File: src/include/apu_params.svh
// Opcode, address and memory constants of the APU, included by the RTL modules and the testbench
`ifndef APU_PARAMS_SVH
`define APU_PARAMS_SVH

// Operation field in bits 7:4 of an instruction word
`define APU_OP_ADD   4'b0000
`define APU_OP_MUL   4'b0001
`define APU_OP_LOAD  4'b0010 // Source 1 holds the address, data goes to Source 2
`define APU_OP_STORE 4'b0011 // Source 1 holds the address, data comes from Source 2
`define APU_OP_JMP   4'b0100
`define APU_OP_BRU   4'b0101 // Bits 1:0 pick less, equal, greater or unequal
`define APU_OP_CMP   4'b0110
`define APU_OP_DEC   4'b0111
// Any operation value from 4'b1000 up is SET with a 7-bit signed immediate

// First instruction fetched after reset
`define APU_PROGRAM_START 0

// Local data sits above the program in the block RAM (2048 - 172)
`define APU_LOCAL_OFFSET 1876

// Block RAM size in 16-bit words
`define APU_BRAM_DEPTH 2048

// Fraction bits of the fixed-point multiply
`define APU_FRAC_BITS 4

`endif
File: src/verilog/apuPkg.sv
// Shared APU types for instruction fields, registers, bus addresses and Wishbone links
`default_nettype none

package apuPkg;

    typedef logic [7:0]  instrWord; // Operation, Source 1 / destination, Source 2
    typedef logic [1:0]  regIndex;
    typedef logic [31:0] wideWord;  // R0 and operand width
    typedef logic [15:0] dataWord;  // Bus data width
    typedef logic [31:0] busAddr;
    typedef logic [7:0]  pcWord;

    typedef enum logic {
        fetch,
        execute
    } cpuState;

    // Master side of a Wishbone classic link
    typedef struct packed {
        logic    cyc;
        logic    stb;
        logic    we;
        busAddr  adr;
        dataWord datW;
    } wbReq;

    // Slave side of a Wishbone classic link
    typedef struct packed {
        logic    ack;
        dataWord datR;
    } wbRsp;

    // Decoded fields of the latched instruction
    typedef struct packed {
        logic [3:0] operation;
        regIndex    src1;     // Also the destination register
        regIndex    src2;     // Branch condition for BRU
        logic [6:0] setImm;   // Signed immediate of SET
    } opSignals;

endpackage

`default_nettype wire

File: src/verilog/memRouter.sv
// Splits the core's Wishbone cycles between the local block RAM and the external port
`timescale 1ns/1ps
`default_nettype none
`include "apu_params.svh"

module memRouter (
    input  wire logic         clk,
    input  wire logic         rst,
    input  wire apuPkg::wbReq coreReq,
    input  wire apuPkg::wbRsp bramRsp,
    input  wire apuPkg::wbRsp extRsp,
    input  wire logic         isExternal,  // Load or store with R0 as Source 1
    input  wire logic         isLocalData, // Load or store to the block RAM
    output apuPkg::wbRsp      coreRsp,
    output apuPkg::wbReq      bramReq,
    output apuPkg::wbReq      extReq
);
    import apuPkg::*;

    always_comb begin
        bramReq     = coreReq;
        bramReq.cyc = coreReq.cyc && !isExternal;
        bramReq.stb = coreReq.stb && !isExternal;
        // Fetches use the address as is
        if (isLocalData) begin
            bramReq.adr = coreReq.adr + busAddr'(`APU_LOCAL_OFFSET);
        end

        extReq     = coreReq; // External addresses pass unchanged
        extReq.cyc = coreReq.cyc && isExternal;
        extReq.stb = coreReq.stb && isExternal;
    end

    // Answer comes from whichever slave holds the cycle
    assign coreRsp = isExternal ? extRsp : bramRsp;

    // A slave only answers inside a cycle that was routed to it
    assert property (@(posedge clk) disable iff (rst) bramRsp.ack |-> bramReq.cyc);
    assert property (@(posedge clk) disable iff (rst) extRsp.ack |-> extReq.cyc);

endmodule

`default_nettype wire

File: config.mk
export PLATFORM = sky130hd
export DESIGN_NAME = memRouter
export DESIGN_NICKNAME = d
export VERILOG_FILES = /design/src/verilog/apuPkg.sv /design/src/verilog/memRouter.sv
export VERILOG_INCLUDE_DIRS = /design/src /design/src/include
export SDC_FILE = /design/constraint.sdc
export NUM_CORES = 1
export LEC_CHECK = 0
export ABC_AREA = 0
export ABC_CLOCK_PERIOD_IN_PS = 1500
export BUFFER_PORTS_ARGS = -buffer_cell sky130_fd_sc_hd__buf_2
export CAP_MARGIN = 20
export CORE_AREA = 2 2 81 83
export DETAILED_ROUTE_END_ITERATION = 8
export DIE_AREA = 0 0 83 85
export PLACE_DENSITY = 0.76
export SLEW_MARGIN = 5
export SYNTH_ARGS = -nofsm -noshare
export SYNTH_HDL_FRONTEND = slang
export SYNTH_SLANG_ARGS = --single-unit
File: constraint.sdc
create_clock -name vclk -period 1.5
set_clock_uncertainty 0.1 [all_clocks]
set_input_delay 0.075 -clock vclk [all_inputs]
set_output_delay 0.075 -clock vclk [all_outputs]
set_load 0.005 [all_outputs]
==> flow_summary.rst <==
.. list-table::
   :header-rows: 1

   * - Metric
     - Value
   * - Number of violations of the max-capacitance limit
     - 0
   * - Post-synthesis to final-layout area growth
     - 48.5%
   * - NumNets Final
     - 367
   * - Number of inserted filler cells in the final layout
     - 650
   * - Placed wire-length estimate
     - 4360 um
   * - Slack of the critical path
     - 0.0440 ns
   * - Remaining max-slew budget at the tightest pin
     - 0.734
   * - Row cnt
     - 29
   * - Number of standard cells after synthesis
     - 185
   * - Register area
     - 0 um^2
   * - Total power
     - 539 uW
   * - Most used cells in the layout excluding fill and tap cells
     - buf_2 (140), xnor2_1 (24), mux2_2 (18)
   * - Overall via count from detail_route
     - 1565
   * - Effective utilization at floorplan
     - 0.225
   * - Number of hold buffers added after cts
     - 0
   * - Final estimated routing congestion in global placement
     - 0.803
   * - Port-buffer cells
     - 149
   * - Worst path required time
     - 1.32 ns
   * - Cell variety after synth
     - 28
   * - Total grt overflow
     - 0
   * - Final setup violating endpoints
     - 0
   * - Final period utilization
     - 0.971
   * - Total negative slack
     - 0 ns
   * - Router iterations before antenna repair
     - 4
   * - Number of warnings reported in the yosys synthesis log
     - 0
   * - Count of flip-flops and latches
     - 0
   * - Peak supply drop
     - 0.134 mV
   * - # clk buffers
     - 0
   * - Final period demand of the worst path
     - 1.46 ns
   * - Worst min-delay path category
     - in2out
   * - Largest fanout on the critical path
     - 5
   * - Die Footprint
     - 7060 um^2
   * - Critical Path End Type
     - output port
   * - Status
     - finished, final reports clean
   * - Wire length of the first global-routing pass
     - 7020 um
   * - Core ar.
     - 6200 um^2
   * - Data arrival time at the worst-slack endpoint
     - 1.28 ns
   * - Number of global-route vias before repair
     - 1419
   * - Met3 Resource Use GR
     - 0.0321
   * - Max Slew Vio Count
     - 0
   * - Fmax
     - 0.687 GHz
   * - Post-DR wirelength/cell
     - 14.9 um
   * - Antenna Violating Nets Remaining
     - 0
   * - DIE WIDTH
     - 83 um
   * - Synthesized area divided by synthesized cell count
     - 7.55 um^2
   * - Fraction of met2 tracks used by global routing
     - 0.254
   * - Count of unresolved DRC violations after routing
     - 0
   * - Cell area after layout
     - 2080 um^2
   * - Met1 Track Usage GR
     - 0.118
   * - Detailed Route WL
     - 5240 um
   * - Chip height
     - 85 um
   * - Combined area of the multi-input logic cells
     - 985 um^2
   * - Final hold violation count
     - 0
   * - Number of design-rule violations left by the first detailed-router iteration
     - 34
   * - Count of inserted antenna diode cells
     - 0
   * - Syn Nets
     - 275
   * - Number of antenna violations at the first check in global routing
     - 0
   * - Area of the mapped netlist
     - 1400 um^2
   * - GRT Max-Usage Layer
     - met2
   * - Power density of the placed cells
     - 260 nW/um^2
   * - Class of the most critical setup path
     - in2out
   * - Critical path launch point type
     - input pin
   * - Global-route usage over all layers
     - 0.122
   * - Minimum setup slack after placement
     - -0.139 ns
   * - Worst-margin pin slew
     - 0.400 ns
   * - Largest net degree at the start of global routing
     - 22
   * - Post-synthesis sequential area ratio
     - 0
   * - LEAKAGE
     - 1.01 nW
   * - Post-DR vias/cell
     - 4.45
   * - Unrepaired setup endpoints after global routing
     - true
   * - Number of top-level pins
     - 208
   * - Hold-critical path depth
     - 0
   * - Total cell area at the placement stage
     - 1750 um^2
   * - Post-route core utilization
     - 0.335
   * - Layout cell share with drive strength beyond 1
     - 0.735
   * - Most frequent standard cell in the layout excluding fill and tap cells
     - buf_2
## power by group
part           internal [mW]  total, mW  leakage [nW]  switching [mW]
registers                  0          0             0               0
clock network              0          0             0               0
logic                  0.297      0.539          1.01           0.242
## through the flow
| stage | cells | hold WS [ns] |
|---|---|---|
| floorplan | 185 | 0.101 |
| global placement | 345 | 0.0501 |
| detailed placement | 345 | 0.0501 |
| CTS | 347 | 0.0501 |
| global route | 352 | 0.0500 |
| finish | 352 | 0.0500 |
## critical path, cell delays in order
cell and delay, ns:
buf_8 0.08, nand4_1 0.20, nor3_4 0.35, clkbuf_16 0.21, nand3_2 0.09, xnor2_1 0.14, buf_2 0.13
## final timing paths
| check | slack [ns] | from | end |
|---|---|---|---|
| setup / recovery | 0.04 | coreReq[31] | bramReq[46] |
| hold / removal | 0.05 | coreReq[48] | bramReq[48] |
## metal layers
metal / share of wire / wire length, um
met2: 0.54 / 2850
met4: 0.027 / 142
met3: 0.11 / 581
met1: 0.32 / 1670
met5: 0 / 0
## kinds of logic (layout without fill, tap and decap cells)
group,count (synthesis),in the layout,synth area share
AOI/OAI and AO/OA,7,7,0.0483
xor gates and xnor gates,29,29,0.182
adders and majority gates,1,1,0.00895
and+or+nand+nor,54,54,0.223
buffers and inverters,76,166,0.393
muxes,18,18,0.145
## synthesized netlist by cell type
| cell | n | area [um^2] |
|---|---|---|
| nor3_1 | 5 | 25.0 |
| xor2_1 | 3 | 26.3 |
| nor2b_1 | 3 | 18.8 |
| a2111oi_4 | 1 | 27.5 |
| nand3_1 | 14 | 70.1 |
| nand4_1 | 10 | 62.6 |
| o21ai_2 | 2 | 17.5 |
| nand2b_1 | 3 | 18.8 |
| nor3_4 | 1 | 16.3 |
| and2_1 | 4 | 25.0 |
| o211ai_1 | 1 | 7.51 |
| buf_1 | 1 | 3.75 |
| buf_4 | 68 | 510 |
| nand3b_1 | 1 | 7.51 |
| nor2_1 | 3 | 11.3 |
| clkbuf_1 | 2 | 7.51 |
| inv_1 | 3 | 11.3 |
| and3_1 | 3 | 18.8 |
| nand4_2 | 1 | 12.5 |
| nand2_1 | 5 | 18.8 |
| buf_2 | 1 | 5.00 |
| a21oi_1 | 1 | 5.00 |
| mux2_2 | 18 | 203 |
| ha_1 | 1 | 12.5 |
| nor4_1 | 1 | 6.26 |
| buf_6 | 1 | 11.3 |
| o21ai_0 | 2 | 10.0 |
| xnor2_1 | 26 | 228 |
## repair_timing
action | CTS | global route
setup endpoints to repair | 22 | 24
hold endpoints to repair | 0 | 0
buffers inserted | 2 | 4
cloned | 0 | 2
pin swaps | 5 | 21
gates resized for setup | 7 | 37
## area by class of cell
| type | instances | share of cell area |
|---|---|---|
| multi-input combinational | 109 | 0.474 |
| timing repair buffer | 163 | 0.474 |
| tap | 77 | 0.0464 |
| inverter | 3 | 0.00542 |
No activity file was read; power rests on OpenSTA's default activity.
