## src/include/apu_params.svh

```systemverilog
// Opcode, address and memory constants of the APU, included by the RTL modules and the testbench
`ifndef APU_PARAMS_SVH
`define APU_PARAMS_SVH

// Operation field in bits 7:4 of an instruction word
`define APU_OP_ADD   4'b0000
`define APU_OP_MUL   4'b0001
`define APU_OP_LOAD  4'b0010 // Source 1 holds the address, data goes to Source 2
`define APU_OP_STORE 4'b0011 // Source 1 holds the address, data comes from Source 2
`define APU_OP_JMP   4'b0100
`define APU_OP_BRU   4'b0101 // Bits 1:0 pick less, equal, greater or unequal
`define APU_OP_CMP   4'b0110
`define APU_OP_DEC   4'b0111
// Any operation value from 4'b1000 up is SET with a 7-bit signed immediate

// First instruction fetched after reset
`define APU_PROGRAM_START 0

// Local data sits above the program in the block RAM (2048 - 172)
`define APU_LOCAL_OFFSET 1876

// Block RAM size in 16-bit words
`define APU_BRAM_DEPTH 2048

// Fraction bits of the fixed-point multiply
`define APU_FRAC_BITS 4

`endif
```

## src/verilog/apuPkg.sv

```systemverilog
// Shared APU types for instruction fields, registers, bus addresses and Wishbone links
`default_nettype none

package apuPkg;

    typedef logic [7:0]  instrWord; // Operation, Source 1 / destination, Source 2
    typedef logic [1:0]  regIndex;
    typedef logic [31:0] wideWord;  // R0 and operand width
    typedef logic [15:0] dataWord;  // Bus data width
    typedef logic [31:0] busAddr;
    typedef logic [7:0]  pcWord;

    typedef enum logic {
        fetch,
        execute
    } cpuState;

    // Master side of a Wishbone classic link
    typedef struct packed {
        logic    cyc;
        logic    stb;
        logic    we;
        busAddr  adr;
        dataWord datW;
    } wbReq;

    // Slave side of a Wishbone classic link
    typedef struct packed {
        logic    ack;
        dataWord datR;
    } wbRsp;

    // Decoded fields of the latched instruction
    typedef struct packed {
        logic [3:0] operation;
        regIndex    src1;     // Also the destination register
        regIndex    src2;     // Branch condition for BRU
        logic [6:0] setImm;   // Signed immediate of SET
    } opSignals;

endpackage

`default_nettype wire

```

## src/verilog/apuControl.sv

```systemverilog
// Fetch/execute controller of the APU, owns the program counter and the core's Wishbone master
`timescale 1ns/1ps
`default_nettype none
`include "apu_params.svh"

module apuControl (
    input  wire logic            clk,
    input  wire logic            rst,
    input  wire apuPkg::wbRsp    busRsp,
    input  wire apuPkg::wideWord regA,
    input  wire apuPkg::wideWord regB,
    input  wire logic            isLess,
    input  wire logic            isEqual,
    input  wire logic            isGreater,
    output apuPkg::wbReq         busReq,
    output apuPkg::opSignals     op,
    output logic                 execStrobe,
    output logic                 loadAck
);
    import apuPkg::*;

    cpuState  state;
    pcWord    pc;          // Points at the instruction being fetched
    instrWord instr;
    logic     started;     // Holds the bus idle for the first cycle out of reset
    logic     isMemOp;
    logic     branchTaken;
    logic     execDone;

    assign op = '{
        operation: instr[7:4],
        src1:      instr[3:2],
        src2:      instr[1:0],
        setImm:    instr[6:0]
    };

    assign isMemOp = (op.operation == `APU_OP_LOAD) || (op.operation == `APU_OP_STORE);

    // ALU, jump and branch finish in one cycle while loads and stores wait for ack
    assign execDone = !isMemOp || busRsp.ack;

    assign execStrobe = (state == execute);
    assign loadAck    = (state == execute) && (op.operation == `APU_OP_LOAD) && busRsp.ack;

    // Branch condition comes from the Source 2 field
    always_comb begin
        case (op.src2)
            2'b00:   branchTaken = isLess;
            2'b01:   branchTaken = isEqual;
            2'b10:   branchTaken = isGreater;
            default: branchTaken = !isEqual;
        endcase
    end

    // Bus outputs follow the state, so they stay put until the slave acks
    always_comb begin
        busReq.cyc  = started && ((state == fetch) || isMemOp);
        busReq.stb  = started && ((state == fetch) || isMemOp);
        busReq.we   = (state == execute) && (op.operation == `APU_OP_STORE);
        busReq.adr  = (state == fetch) ? busAddr'(pc) : busAddr'(regA);
        busReq.datW = dataWord'(regB); // Store data is the low half of Source 2
    end

    always_ff @(posedge clk) begin
        if (rst) begin
            state   <= fetch;
            pc      <= pcWord'(`APU_PROGRAM_START);
            instr   <= '0;
            started <= 1'b0;
        end else begin
            started <= 1'b1;
            case (state)
                fetch: begin
                    if (busReq.cyc && busRsp.ack) begin
                        instr <= busRsp.datR[7:0]; // Instructions live in the low byte
                        pc    <= pc + 8'd1;
                        state <= execute;
                    end
                end
                execute: begin
                    if (execDone) begin
                        state <= fetch;
                        // A taken jump overrides the already advanced counter
                        if ((op.operation == `APU_OP_JMP) ||
                            ((op.operation == `APU_OP_BRU) && branchTaken)) begin
                            pc <= pcWord'(regA);
                        end
                    end
                end
                default: state <= fetch;
            endcase
        end
    end

    // A waiting master keeps its request unchanged until the slave answers
    assert property (@(posedge clk) disable iff (rst)
        busReq.stb && !busRsp.ack |=>
            busReq.stb && $stable(busReq.adr) && $stable(busReq.we) &&
            $stable(busReq.datW));

endmodule

`default_nettype wire

```

## config.mk

```make
export PLATFORM = sky130hd
export DESIGN_NAME = apuControl
export DESIGN_NICKNAME = d
export VERILOG_FILES = /design/src/verilog/apuPkg.sv /design/src/verilog/apuControl.sv
export VERILOG_INCLUDE_DIRS = /design/src /design/src/include
export SDC_FILE = /design/constraint.sdc
export NUM_CORES = 1
export LEC_CHECK = 0
export ABC_AREA = 1
export BUFFER_PORTS_ARGS = -buffer_cell sky130_fd_sc_hd__buf_2
export CELL_PAD_IN_SITES_DETAIL_PLACEMENT = 0
export CELL_PAD_IN_SITES_GLOBAL_PLACEMENT = 1
export CORE_MARGIN = 2
export CORE_UTILIZATION = 23
export DETAILED_ROUTE_END_ITERATION = 12
export PLACE_DENSITY = 0.9
export SYNTH_ARGS = -nofsm -noshare
export SYNTH_HDL_FRONTEND = slang
export SYNTH_SLANG_ARGS = --single-unit
```

## constraint.sdc

```tcl
create_clock -name clk -period 3.3 [get_ports clk]
set_input_delay 0.33 -clock clk [delete_from_list [all_inputs] [get_ports clk]]
set_output_delay 0.33 -clock clk [all_outputs]
set_load 0.005 [all_outputs]
```

==> flow_summary.yaml <==
logic_synthesis:
  synthCells: 241
  synth_top_flop_cell: "dfxtp_1"
  synthTopCellsByArea: "dfxtp_1 (24%), nand2_1 (15%), buf_4 (14%), inv_1 (12%), a21oi_1 (5.1%)"
  yosys.area.top_type: "dfxtp_1"
  yosysSeqAreaShare_pct: 24.5
  syn_nets: 328
  avgSynthCellArea_um2: 6.11
  synth-seq-cells: 18
  synth_top_cell_area_share_pct: 24.5
  synth_area_mm2: 0.00147
  synth_edf_count: 0
  ys_warn_count: 0
  async_flop_share_pct: 0
  synth_cell_types: 22
sta:
  rsz0062_at_grt: "false"
  setup_viol: 0
  setup_slack_ns: 1.29
  layout_min_cycle_time_ns: 2.01
  final_max_slew_viol_count: 0
  clock_skew_ns: 0.00295
  tns_ns: 0
  worst_pin_slew_ns: 0.601
  slew_headroom_pct: 59.9
  hold_viol_final: 0
  min_period_over_period_pct: 60.8
  fmax_mhz: 498
hold_path:
  hp-class: "in2reg"
floorplan:
  num_rows: 29
  die-area_mm2: 0.00705
  die_y_um: 84.0
  design.core.area_mm2: 0.00628
  die_x_um: 84.0
  io_pins: 154
  start_util_pct: 23.4
detailed_routing:
  dr.pass1.iters: 4
  drc: 0
  wl_per_cell_um: 9.84
  via_per_inst: 4.00
  drt_iter0_drc: 58
  vias: 1535
  ant_nets: 0
  wl_mm: 3.78
final_layout:
  n_fill_cell: 705
  drive_gt1_share_pct: 36.2
  mostFrequentLayoutCell: "buf_2"
  final_cell_mix: "buf_2 (97), nand2_1 (58), inv_1 (47)"
  antenna_cells: 0
  area_growth_syn_to_layout_pct: 25.5
  post-route-util_pct: 29.4
  nNetsFinal: 396
clock_network:
  clock-sinks: 18
  cts_resized: 0
  cts_setup_buffers: 0
  h-tree-depth: 1
  cts-root-buf: "clkbuf_8"
  cts_buffer_depth: 2
  cts_tree: "built"
  clkSlewWorstSetupHoldPaths_ns: 0.07
  cts_hold_buf: 0
  insertion_delay_ns: 0.25
  cts_buffers: 3
status:
  status: "complete, no violations"
global_route:
  grt_pass1_wl_mm: 6.34
  grt_max_degree: 47
  grt_pass1_vias: 1416
  gr-usage-all-layers_pct: 10.6
  grt_overflow: 0
  grt_antenna_before_repair: 0
placed_design:
  routabilityCongestion: 0.758
  numPortBuffers: 97
  dp_hpwl_mm: 2.86
  post-place-ws_ns: 1.38
critical_path:
  required_ns: 2.97
  path_class: "reg2out"
  reg2reg_slack_ns: 1.41
  cp_max_fo: 46
  crit_arrival_ns: 1.68
  end_kind: "output port"
  critPathMaxStageDelay_ns: 0.39
  startpoint_type: "flop"
  path_cells: "buf_4 > inv_2 > nor2_1 > inv_1 > nor3_1 > buf_2"
  cp_slowest_cell: "buf_4"
pwr:
  total_power_w: 0.000545
  leakage_nw: 1.22
  ir_drop_uv: 148
  powerDensity_mw_per_mm2: 295
flow_run:
  drv_cap: 0
==> final cells by class <==
class | instances | area, um2 | share of cell area [%]
well taps | 77 | 96.3 | 5.22
inverters | 48 | 180 | 9.76
repair buffers | 98 | 493 | 26.7
multi-input cells | 140 | 676 | 36.6
clock buffers | 3 | 41.3 | 2.24
flip-flops and latches | 18 | 360 | 19.5
==> flip-flops by register name, indices dropped and copies added, names as in the netlist <==
name,cells
started,1
execStrobe,1
pc,8
instr,8
==> worst max-delay path, delay by kind of cell (launching register included) <==
family / cells / cell delay [ns]
flops: 1 / 0.31
buf+inv: 4 / 0.82
simple gates: 2 / 0.30
==> cell usage after synthesis, types with 2 or more instances <==
cell type / number
nand2_1: 58
nand3_2: 5
nand3_1: 14
o21ai_0: 15
nor2_1: 18
nor3_1: 2
buf_4: 27
nand4_1: 2
a21oi_1: 15
o21a_1: 2
o211ai_1: 2
inv_1: 47
buf_2: 6
buf_6: 2
nand2_2: 2
dfxtp_1: 18
==> stage by stage <==
stage	hold WS [ns]	cells	instance area (um2)
CTS	0.233	384	1850
global route	0.232	384	1850
global placement	0.441	381	1810
detailed placement	0.451	381	1810
floorplan	0.399	241	1470
finish	0.238	384	1850
==> cell families after synthesis <==
group | share of synthesized area, %
DFF | 24.5
AOI/OAI and AO/OA | 13.3
buffers and inverters | 29.6
and+or+nand+nor | 31.8
adders and majority gates | 0.850
==> routing by layer <==
layer	vias to the layer above	track usage, %	share of wire (%)
li1	843	-	-
met1	654	12.3	43
met2	32	19.4	51
met3	6	2.27	5.3
met4	0	2.79	0.82
met5	-	0	0
==> final timing paths <==
| path | end | cells past startpoint | from |
|---|---|---|---|
| setup / recovery | loadAck | 6 | execStrobe |
| hold / removal | execStrobe | 2 | rst |
| setup reg to reg | pc[1] | 7 | execStrobe |
| hold reg to reg | instr[3] | 2 | instr[3] |
==> where the power goes <==
group	switching, W	internal (W)	total (W)
Clock	0.0000725	0.0000811	0.000154
Combinational	0.0000754	0.0000686	0.000144
Sequential	0.0000145	0.000233	0.000248
No activity file was read; power rests on OpenSTA's default activity.
