==> src/include/apu_params.svh <==
// Opcode, address and memory constants of the APU, included by the RTL modules and the testbench
`ifndef APU_PARAMS_SVH
`define APU_PARAMS_SVH

// Operation field in bits 7:4 of an instruction word
`define APU_OP_ADD   4'b0000
`define APU_OP_MUL   4'b0001
`define APU_OP_LOAD  4'b0010 // Source 1 holds the address, data goes to Source 2
`define APU_OP_STORE 4'b0011 // Source 1 holds the address, data comes from Source 2
`define APU_OP_JMP   4'b0100
`define APU_OP_BRU   4'b0101 // Bits 1:0 pick less, equal, greater or unequal
`define APU_OP_CMP   4'b0110
`define APU_OP_DEC   4'b0111
// Any operation value from 4'b1000 up is SET with a 7-bit signed immediate

// First instruction fetched after reset
`define APU_PROGRAM_START 0

// Local data sits above the program in the block RAM (2048 - 172)
`define APU_LOCAL_OFFSET 1876

// Block RAM size in 16-bit words
`define APU_BRAM_DEPTH 2048

// Fraction bits of the fixed-point multiply
`define APU_FRAC_BITS 4

`endif
==> src/verilog/apuPkg.sv <==
// Shared APU types for instruction fields, registers, bus addresses and Wishbone links
`default_nettype none

package apuPkg;

    typedef logic [7:0]  instrWord; // Operation, Source 1 / destination, Source 2
    typedef logic [1:0]  regIndex;
    typedef logic [31:0] wideWord;  // R0 and operand width
    typedef logic [15:0] dataWord;  // Bus data width
    typedef logic [31:0] busAddr;
    typedef logic [7:0]  pcWord;

    typedef enum logic {
        fetch,
        execute
    } cpuState;

    // Master side of a Wishbone classic link
    typedef struct packed {
        logic    cyc;
        logic    stb;
        logic    we;
        busAddr  adr;
        dataWord datW;
    } wbReq;

    // Slave side of a Wishbone classic link
    typedef struct packed {
        logic    ack;
        dataWord datR;
    } wbRsp;

    // Decoded fields of the latched instruction
    typedef struct packed {
        logic [3:0] operation;
        regIndex    src1;     // Also the destination register
        regIndex    src2;     // Branch condition for BRU
        logic [6:0] setImm;   // Signed immediate of SET
    } opSignals;

endpackage

`default_nettype wire

==> src/verilog/apuExecute.sv <==
// Register file and ALU of the APU, written during the execute phase of each instruction
`timescale 1ns/1ps
`default_nettype none
`include "apu_params.svh"

module apuExecute (
    input  wire logic             clk,
    input  wire logic             rst,
    input  wire apuPkg::opSignals op,
    input  wire logic             execStrobe,
    input  wire logic             loadAck,
    input  wire apuPkg::dataWord  loadData,
    output apuPkg::wideWord       regA,
    output apuPkg::wideWord       regB,
    output logic                  isLess,
    output logic                  isEqual,
    output logic                  isGreater
);
    import apuPkg::*;

    wideWord r0;
    dataWord r1;
    dataWord r2;
    dataWord r3; // Also the accumulator of SET
    logic    wrEn;
    regIndex wrIdx;
    wideWord wrData;
    wideWord mulScaled;
    wideWord mulProduct;
    wideWord decResult;
    dataWord setResult;

    // Narrow registers read back zero-extended
    function automatic wideWord readReg(input regIndex idx, input wideWord w0,
                                        input dataWord w1, input dataWord w2,
                                        input dataWord w3);
        case (idx)
            2'd0:    return w0;
            2'd1:    return wideWord'(w1);
            2'd2:    return wideWord'(w2);
            default: return wideWord'(w3);
        endcase
    endfunction

    assign regA = readReg(op.src1, r0, r1, r2, r3);
    assign regB = readReg(op.src2, r0, r1, r2, r3);

    // Source 1 is scaled up before the product and the result scaled back
    assign mulScaled  = regA << `APU_FRAC_BITS;
    assign mulProduct = mulScaled * regB;
    assign decResult  = {{19{regA[11]}}, regA[11:0], 1'b0};
    assign setResult  = r3 + {{9{op.setImm[6]}}, op.setImm};

    always_comb begin
        wrEn   = 1'b0;
        wrIdx  = op.src1;
        wrData = '0;
        if (execStrobe) begin
            case (op.operation)
                `APU_OP_ADD: begin
                    wrEn   = 1'b1;
                    wrData = regA + regB;
                end
                `APU_OP_MUL: begin
                    wrEn   = 1'b1;
                    wrData = mulProduct >> `APU_FRAC_BITS;
                end
                `APU_OP_LOAD: begin
                    wrEn   = loadAck; // Written on the ack edge only
                    wrIdx  = op.src2;
                    wrData = wideWord'(loadData);
                end
                `APU_OP_DEC: begin
                    wrEn   = 1'b1;
                    wrData = decResult;
                end
                `APU_OP_STORE, `APU_OP_JMP, `APU_OP_BRU, `APU_OP_CMP: begin
                    wrEn = 1'b0;
                end
                default: begin
                    wrEn   = 1'b1;
                    wrIdx  = 2'd3;
                    wrData = wideWord'(setResult);
                end
            endcase
        end
    end

    always_ff @(posedge clk) begin
        if (rst) begin
            r0 <= '0;
            r1 <= '0;
            r2 <= '0;
            r3 <= '0;
        end else if (wrEn) begin
            case (wrIdx)
                2'd0:    r0 <= wrData;
                2'd1:    r1 <= dataWord'(wrData); // R1 to R3 keep the low half
                2'd2:    r2 <= dataWord'(wrData);
                default: r3 <= dataWord'(wrData);
            endcase
        end
    end

    // Unsigned compare, flags hold until the next CMP
    always_ff @(posedge clk) begin
        if (rst) begin
            isLess    <= 1'b0;
            isEqual   <= 1'b0;
            isGreater <= 1'b0;
        end else if (execStrobe && (op.operation == `APU_OP_CMP)) begin
            isLess    <= regA < regB;
            isEqual   <= regA == regB;
            isGreater <= regA > regB;
        end
    end

    // Read data from the controller only ever belongs to a load in execute
    assert property (@(posedge clk) disable iff (rst)
        loadAck |-> execStrobe && (op.operation == `APU_OP_LOAD));

endmodule

`default_nettype wire

==> config.mk <==
export PLATFORM = sky130hd
export DESIGN_NAME = apuExecute
export DESIGN_NICKNAME = d
export VERILOG_FILES = /design/src/verilog/apuPkg.sv /design/src/verilog/apuExecute.sv
export VERILOG_INCLUDE_DIRS = /design/src /design/src/include
export SDC_FILE = /design/constraint.sdc
export NUM_CORES = 1
export LEC_CHECK = 0
export BUFFER_PORTS_ARGS = -buffer_cell sky130_fd_sc_hd__buf_2
export CAP_MARGIN = 20
export CORE_UTILIZATION = 45
export CTS_BUF_LIST = sky130_fd_sc_hd__clkbuf_8
export DETAILED_ROUTE_END_ITERATION = 6
export GPL_TIMING_DRIVEN = 0
export SYNTH_ARGS = -nofsm -noshare
export SYNTH_HDL_FRONTEND = slang
export SYNTH_SLANG_ARGS = --single-unit
export TNS_END_PERCENT = 1
==> constraint.sdc <==
create_clock -name clk -period 16.4 [get_ports clk]
set_input_delay 2.46 -clock clk [delete_from_list [all_inputs] [get_ports clk]]
set_output_delay 2.46 -clock clk [all_outputs]
set_load 0.03 [all_outputs]
==> run_results.csv <==
group,metric,value,unit
global_route,antenna_found_initial,1,
clock_tree,post_cts.repair.setup_buffers,0,
floorplanning,ios,102,
worst_setup_path,worst_path_dominant_cell_family,"adder cells",
final_layout,synthToLayoutAreaGrowth,7.262,%
yosys,synthesis.area_per_instance,8.161,um^2
run_status,run_status,"finished, final reports clean",
yosys,synth_top_area_share,31.28,%
worst_setup_path,crit_path_top_delay_cell,"sky130_fd_sc_hd__clkbuf_1",
final_layout,multi_input_comb_area,15580,um^2
drt,route.detailed.drc,0,
worst_setup_path,critPathMostFrequentCell,"sky130_fd_sc_hd__fa_1",
yosys,synth.yosys.seq_area_share,8.512,%
sta,finClkSkew,0.01526,ns
run,maxCapViolCount,0,
sta,worstMarginPinSlew,1.193,ns
final_layout,final_nets,3025,
sta,max_freq,81.56,MHz
drt,drtAntennaViolNets,0,
yosys,cell_taking_the_most_area_after_synthesis,"sky130_fd_sc_hd__fa_1",
final_layout,design_area,20940,um^2
place,place_area,20750,um^2
yosys,mappedNetlistNets,2917,
worst_setup_path,reg2regPathDepth,26,
yosys,yosys_warnings,0,
place,placed_cells_incl_taps,3066,
clock_tree,post_cts_resized,0,
yosys,seq_cells_post_synth,83,
global_route,via_count_of_the_first_global_routing_pass,17641,
yosys,synth_flop_cell,"sky130_fd_sc_hd__dfxtp_1",
drt,viasPerCell,5.616,
power,power_density,23.45,nW/um^2
power,leakage,10.52,nW
sta,finalSetupViolCount,0,
floorplanning,floorplan.initialDensity,46.13,%
final_layout,seq_area,1662,um^2
sta,total_negative_setup_slack,0,ns
floorplanning,die_width,210.3,um
final_layout,drive_gt1_share,7.106,%
clock_tree,cts_tree,"yes",
sta,period_needed,12.26,ns
clock_tree,htree_levels,3,
yosys,ys_top_cells_by_area,"sky130_fd_sc_hd__fa_1 31%, sky130_fd_sc_hd__ha_1 12%, sky130_fd_sc_hd__inv_1 9.2%",
drt,number_of_detailed_routing_iterations_run_before_antenna_repair,5,
drt,avg_wl_per_cell,23.27,um
yosys,synth_enable_flop_cells,0,
sta,rsz0062_at_grt,"false",
final_layout,stdcell_count,3084,
worst_setup_path,critPathCaptureType,"flip-flop",
worst_setup_path,worstSetupPathType,"in2reg",
yosys,netlist-cell-type-count,77,
place,globalplace.congestion,0.9681,
place,post-place-ws,3.698,ns
drt,initialDrtViolationCount,1592,
worst_setup_path,timing.critical_path.from_type,"input pin",
clock_tree,cts_buffer_count,9,
drt,wl,71.77,mm
global_route,grt.overflow.total,0,
clock_tree,cts-root-to-sink-buffers,2,
yosys,share_of_synthesized_registers_carrying_an_async_set_or_reset,0,%
floorplanning,die_y,210.3,um
yosys,synthesis.area,19520,um^2
sta,final_cycle_utilization_of_the_critical_path,74.76,%
final_layout,utilization,49.48,%
worst_setup_path,cp_data_arrival_time,12.51,ns
floorplanning,fp.dieArea,44220,um^2
worst_setup_path,critPathRequiredTime,16.65,ns
yosys,synthesis.instances,2392,
sta,hold_viol,0,
clock_tree,clk_pin_slew,0.10,ns
worst_setup_path,critical_path.max_fanout,11,
min_path,worst_hold_path_type,"reg2reg",
global_route,grt_max_degree,16,
clock_tree,clock_latency_of_the_later_clocked_register_in_the_worst_skew_pair,0.38,ns
sta,fin_ws,4.140,ns
min_path,whs_path_depth,2,
worst_setup_path,critical-path-max-stage-delay,0.85,ns
clock_tree,cts-hold-fix-buffers,0,
sta,slew_headroom,18.22,%
floorplanning,core_area,42320,um^2
final_layout,fillerInstances,4224,
sta,final-max-slew-violation-count,0,
place,dp_hpwl,59.09,mm
worst_setup_path,cp.buffers_inverters,9,
floorplanning,number_of_rows_in_the_core_area,75,
worst_setup_path,critical_path_cell_count,29,
drt,route.vias.total,17319,
place,portbufs,95,
global_route,grt_pass1_wl,108.9,mm
clock_tree,tritoncts_num_sinks,83,
power,worst_ir_drop_vdd,0.03705,mV
clock_tree,clockRootBuffer,"sky130_fd_sc_hd__clkbuf_8",
global_route,track_usage,33.34,%
==> tightest hold or removal path, stage by stage (launching register included) <==
cell	delay (ns)
sky130_fd_sc_hd__dfxtp_1	0.33
sky130_fd_sc_hd__nand2_1	0.05
sky130_fd_sc_hd__a21oi_1	0.05
==> final cells by class <==
| class | instances | area share (%) |
|---|---|---|
| multi-input combinational | 1709 | 74.40 |
| inverter | 495 | 8.874 |
| sequential | 83 | 7.935 |
| tap | 577 | 3.448 |
| timing repair buffer | 97 | 2.360 |
| buffer | 105 | 2.073 |
| clock buffer | 10 | 0.6573 |
| clock inverter | 6 | 0.2271 |
| antenna | 2 | 0.02390 |
==> cell families (layout without fill, tap and decap cells) <==
logic type | Yosys count | count (layout) | synth area share, %
xor+xnor | 101 | 101 | 4.602
flops | 83 | 83 | 8.512
other cells | 0 | 2 | 0
compound gates | 323 | 323 | 10.76
simple gates | 699 | 699 | 15.35
fa+ha+maj | 490 | 490 | 43.14
buf+inv | 600 | 713 | 11.74
mux | 96 | 96 | 5.903
==> layer usage <==
layer	vias up	wire [um]	GRT usage (%)
met2	758	32540	53.61
met3	152	6092	6.287
li1	7749	-	-
met4	0	3474	14.57
met5	-	0	0
met1	8660	29660	43.78
==> cells in the mapped netlist (6+ instances only) <==
| master | instances |
|---|---|
| sky130_fd_sc_hd__inv_1 | 481 |
| sky130_fd_sc_hd__fa_1 | 305 |
| sky130_fd_sc_hd__nor2_1 | 270 |
| sky130_fd_sc_hd__nand2_1 | 256 |
| sky130_fd_sc_hd__ha_1 | 185 |
| sky130_fd_sc_hd__a21oi_1 | 102 |
| sky130_fd_sc_hd__dfxtp_1 | 83 |
| sky130_fd_sc_hd__clkbuf_1 | 81 |
| sky130_fd_sc_hd__xnor2_1 | 80 |
| sky130_fd_sc_hd__mux2i_1 | 71 |
| sky130_fd_sc_hd__o21ai_0 | 64 |
| sky130_fd_sc_hd__and2_1 | 37 |
| sky130_fd_sc_hd__nor3_1 | 34 |
| sky130_fd_sc_hd__nand3_1 | 31 |
| sky130_fd_sc_hd__a21o_1 | 23 |
| sky130_fd_sc_hd__o21bai_1 | 22 |
| sky130_fd_sc_hd__a221oi_1 | 20 |
| sky130_fd_sc_hd__xor2_1 | 20 |
| sky130_fd_sc_hd__and3_1 | 17 |
| sky130_fd_sc_hd__mux4_2 | 14 |
| sky130_fd_sc_hd__a211oi_1 | 13 |
| sky130_fd_sc_hd__a31oi_1 | 13 |
| sky130_fd_sc_hd__buf_2 | 11 |
| sky130_fd_sc_hd__nor2b_1 | 11 |
| sky130_fd_sc_hd__nor4_1 | 9 |
| sky130_fd_sc_hd__mux2_2 | 8 |
| sky130_fd_sc_hd__nand4_1 | 8 |
| sky130_fd_sc_hd__o31ai_1 | 8 |
| sky130_fd_sc_hd__buf_1 | 7 |
| sky130_fd_sc_hd__clkinv_1 | 7 |
| sky130_fd_sc_hd__inv_2 | 7 |
| sky130_fd_sc_hd__nand2b_1 | 7 |
| sky130_fd_sc_hd__o21a_1 | 6 |
==> registers in the layout, indices dropped and copies added, names as in the netlist <==
register	flops
isEqual	1
isGreater	1
isLess	1
r0	32
r1	16
r2	16
r3	16
==> metrics by stage <==
step	power, mW	hold slack (ns)
6_report	0.4909	0.4764
5_1_grt	0.5082	0.4913
4_1_cts	0.4897	0.4748
3_5_place_dp	0.3460	0.4613
3_3_place_gp	0.3436	0.4537
2_1_floorplan	0.2936	0.4435
==> layout by cell type, fill, tap and decap left out, types with 20 or more instances in the layout <==
cell type                    n
sky130_fd_sc_hd__fa_1      305
sky130_fd_sc_hd__nor2_1    270
sky130_fd_sc_hd__nand2_1   256
sky130_fd_sc_hd__and2_1     37
sky130_fd_sc_hd__a21oi_1   102
sky130_fd_sc_hd__mux2i_1    71
sky130_fd_sc_hd__o21bai_1   22
sky130_fd_sc_hd__buf_2     106
sky130_fd_sc_hd__o21ai_0    64
sky130_fd_sc_hd__ha_1      185
sky130_fd_sc_hd__dfxtp_1    83
sky130_fd_sc_hd__a21o_1     23
sky130_fd_sc_hd__xor2_1     20
sky130_fd_sc_hd__inv_1     481
sky130_fd_sc_hd__nand3_1    31
sky130_fd_sc_hd__clkbuf_1   81
sky130_fd_sc_hd__xnor2_1    80
sky130_fd_sc_hd__a221oi_1   20
sky130_fd_sc_hd__nor3_1     33
==> where the power goes <==
part,internal [mW],switching [mW]
clock,0.0604,0.0853
sequential,0.205,0.00372
combinational,0.0396,0.0973
==> final timing paths <==
| kind | start | end | slack (ns) |
|---|---|---|---|
| worst max register to register | r3[10] | r0[26] | 6.49 |
| worst max-delay path | op[7] | r0[26] | 4.14 |
| worst min-delay path | r0[4] | r0[4] | 0.48 |
| worst min register to register | r0[4] | r0[4] | 0.48 |
Note: power is estimated with default switching activity, not from simulation.
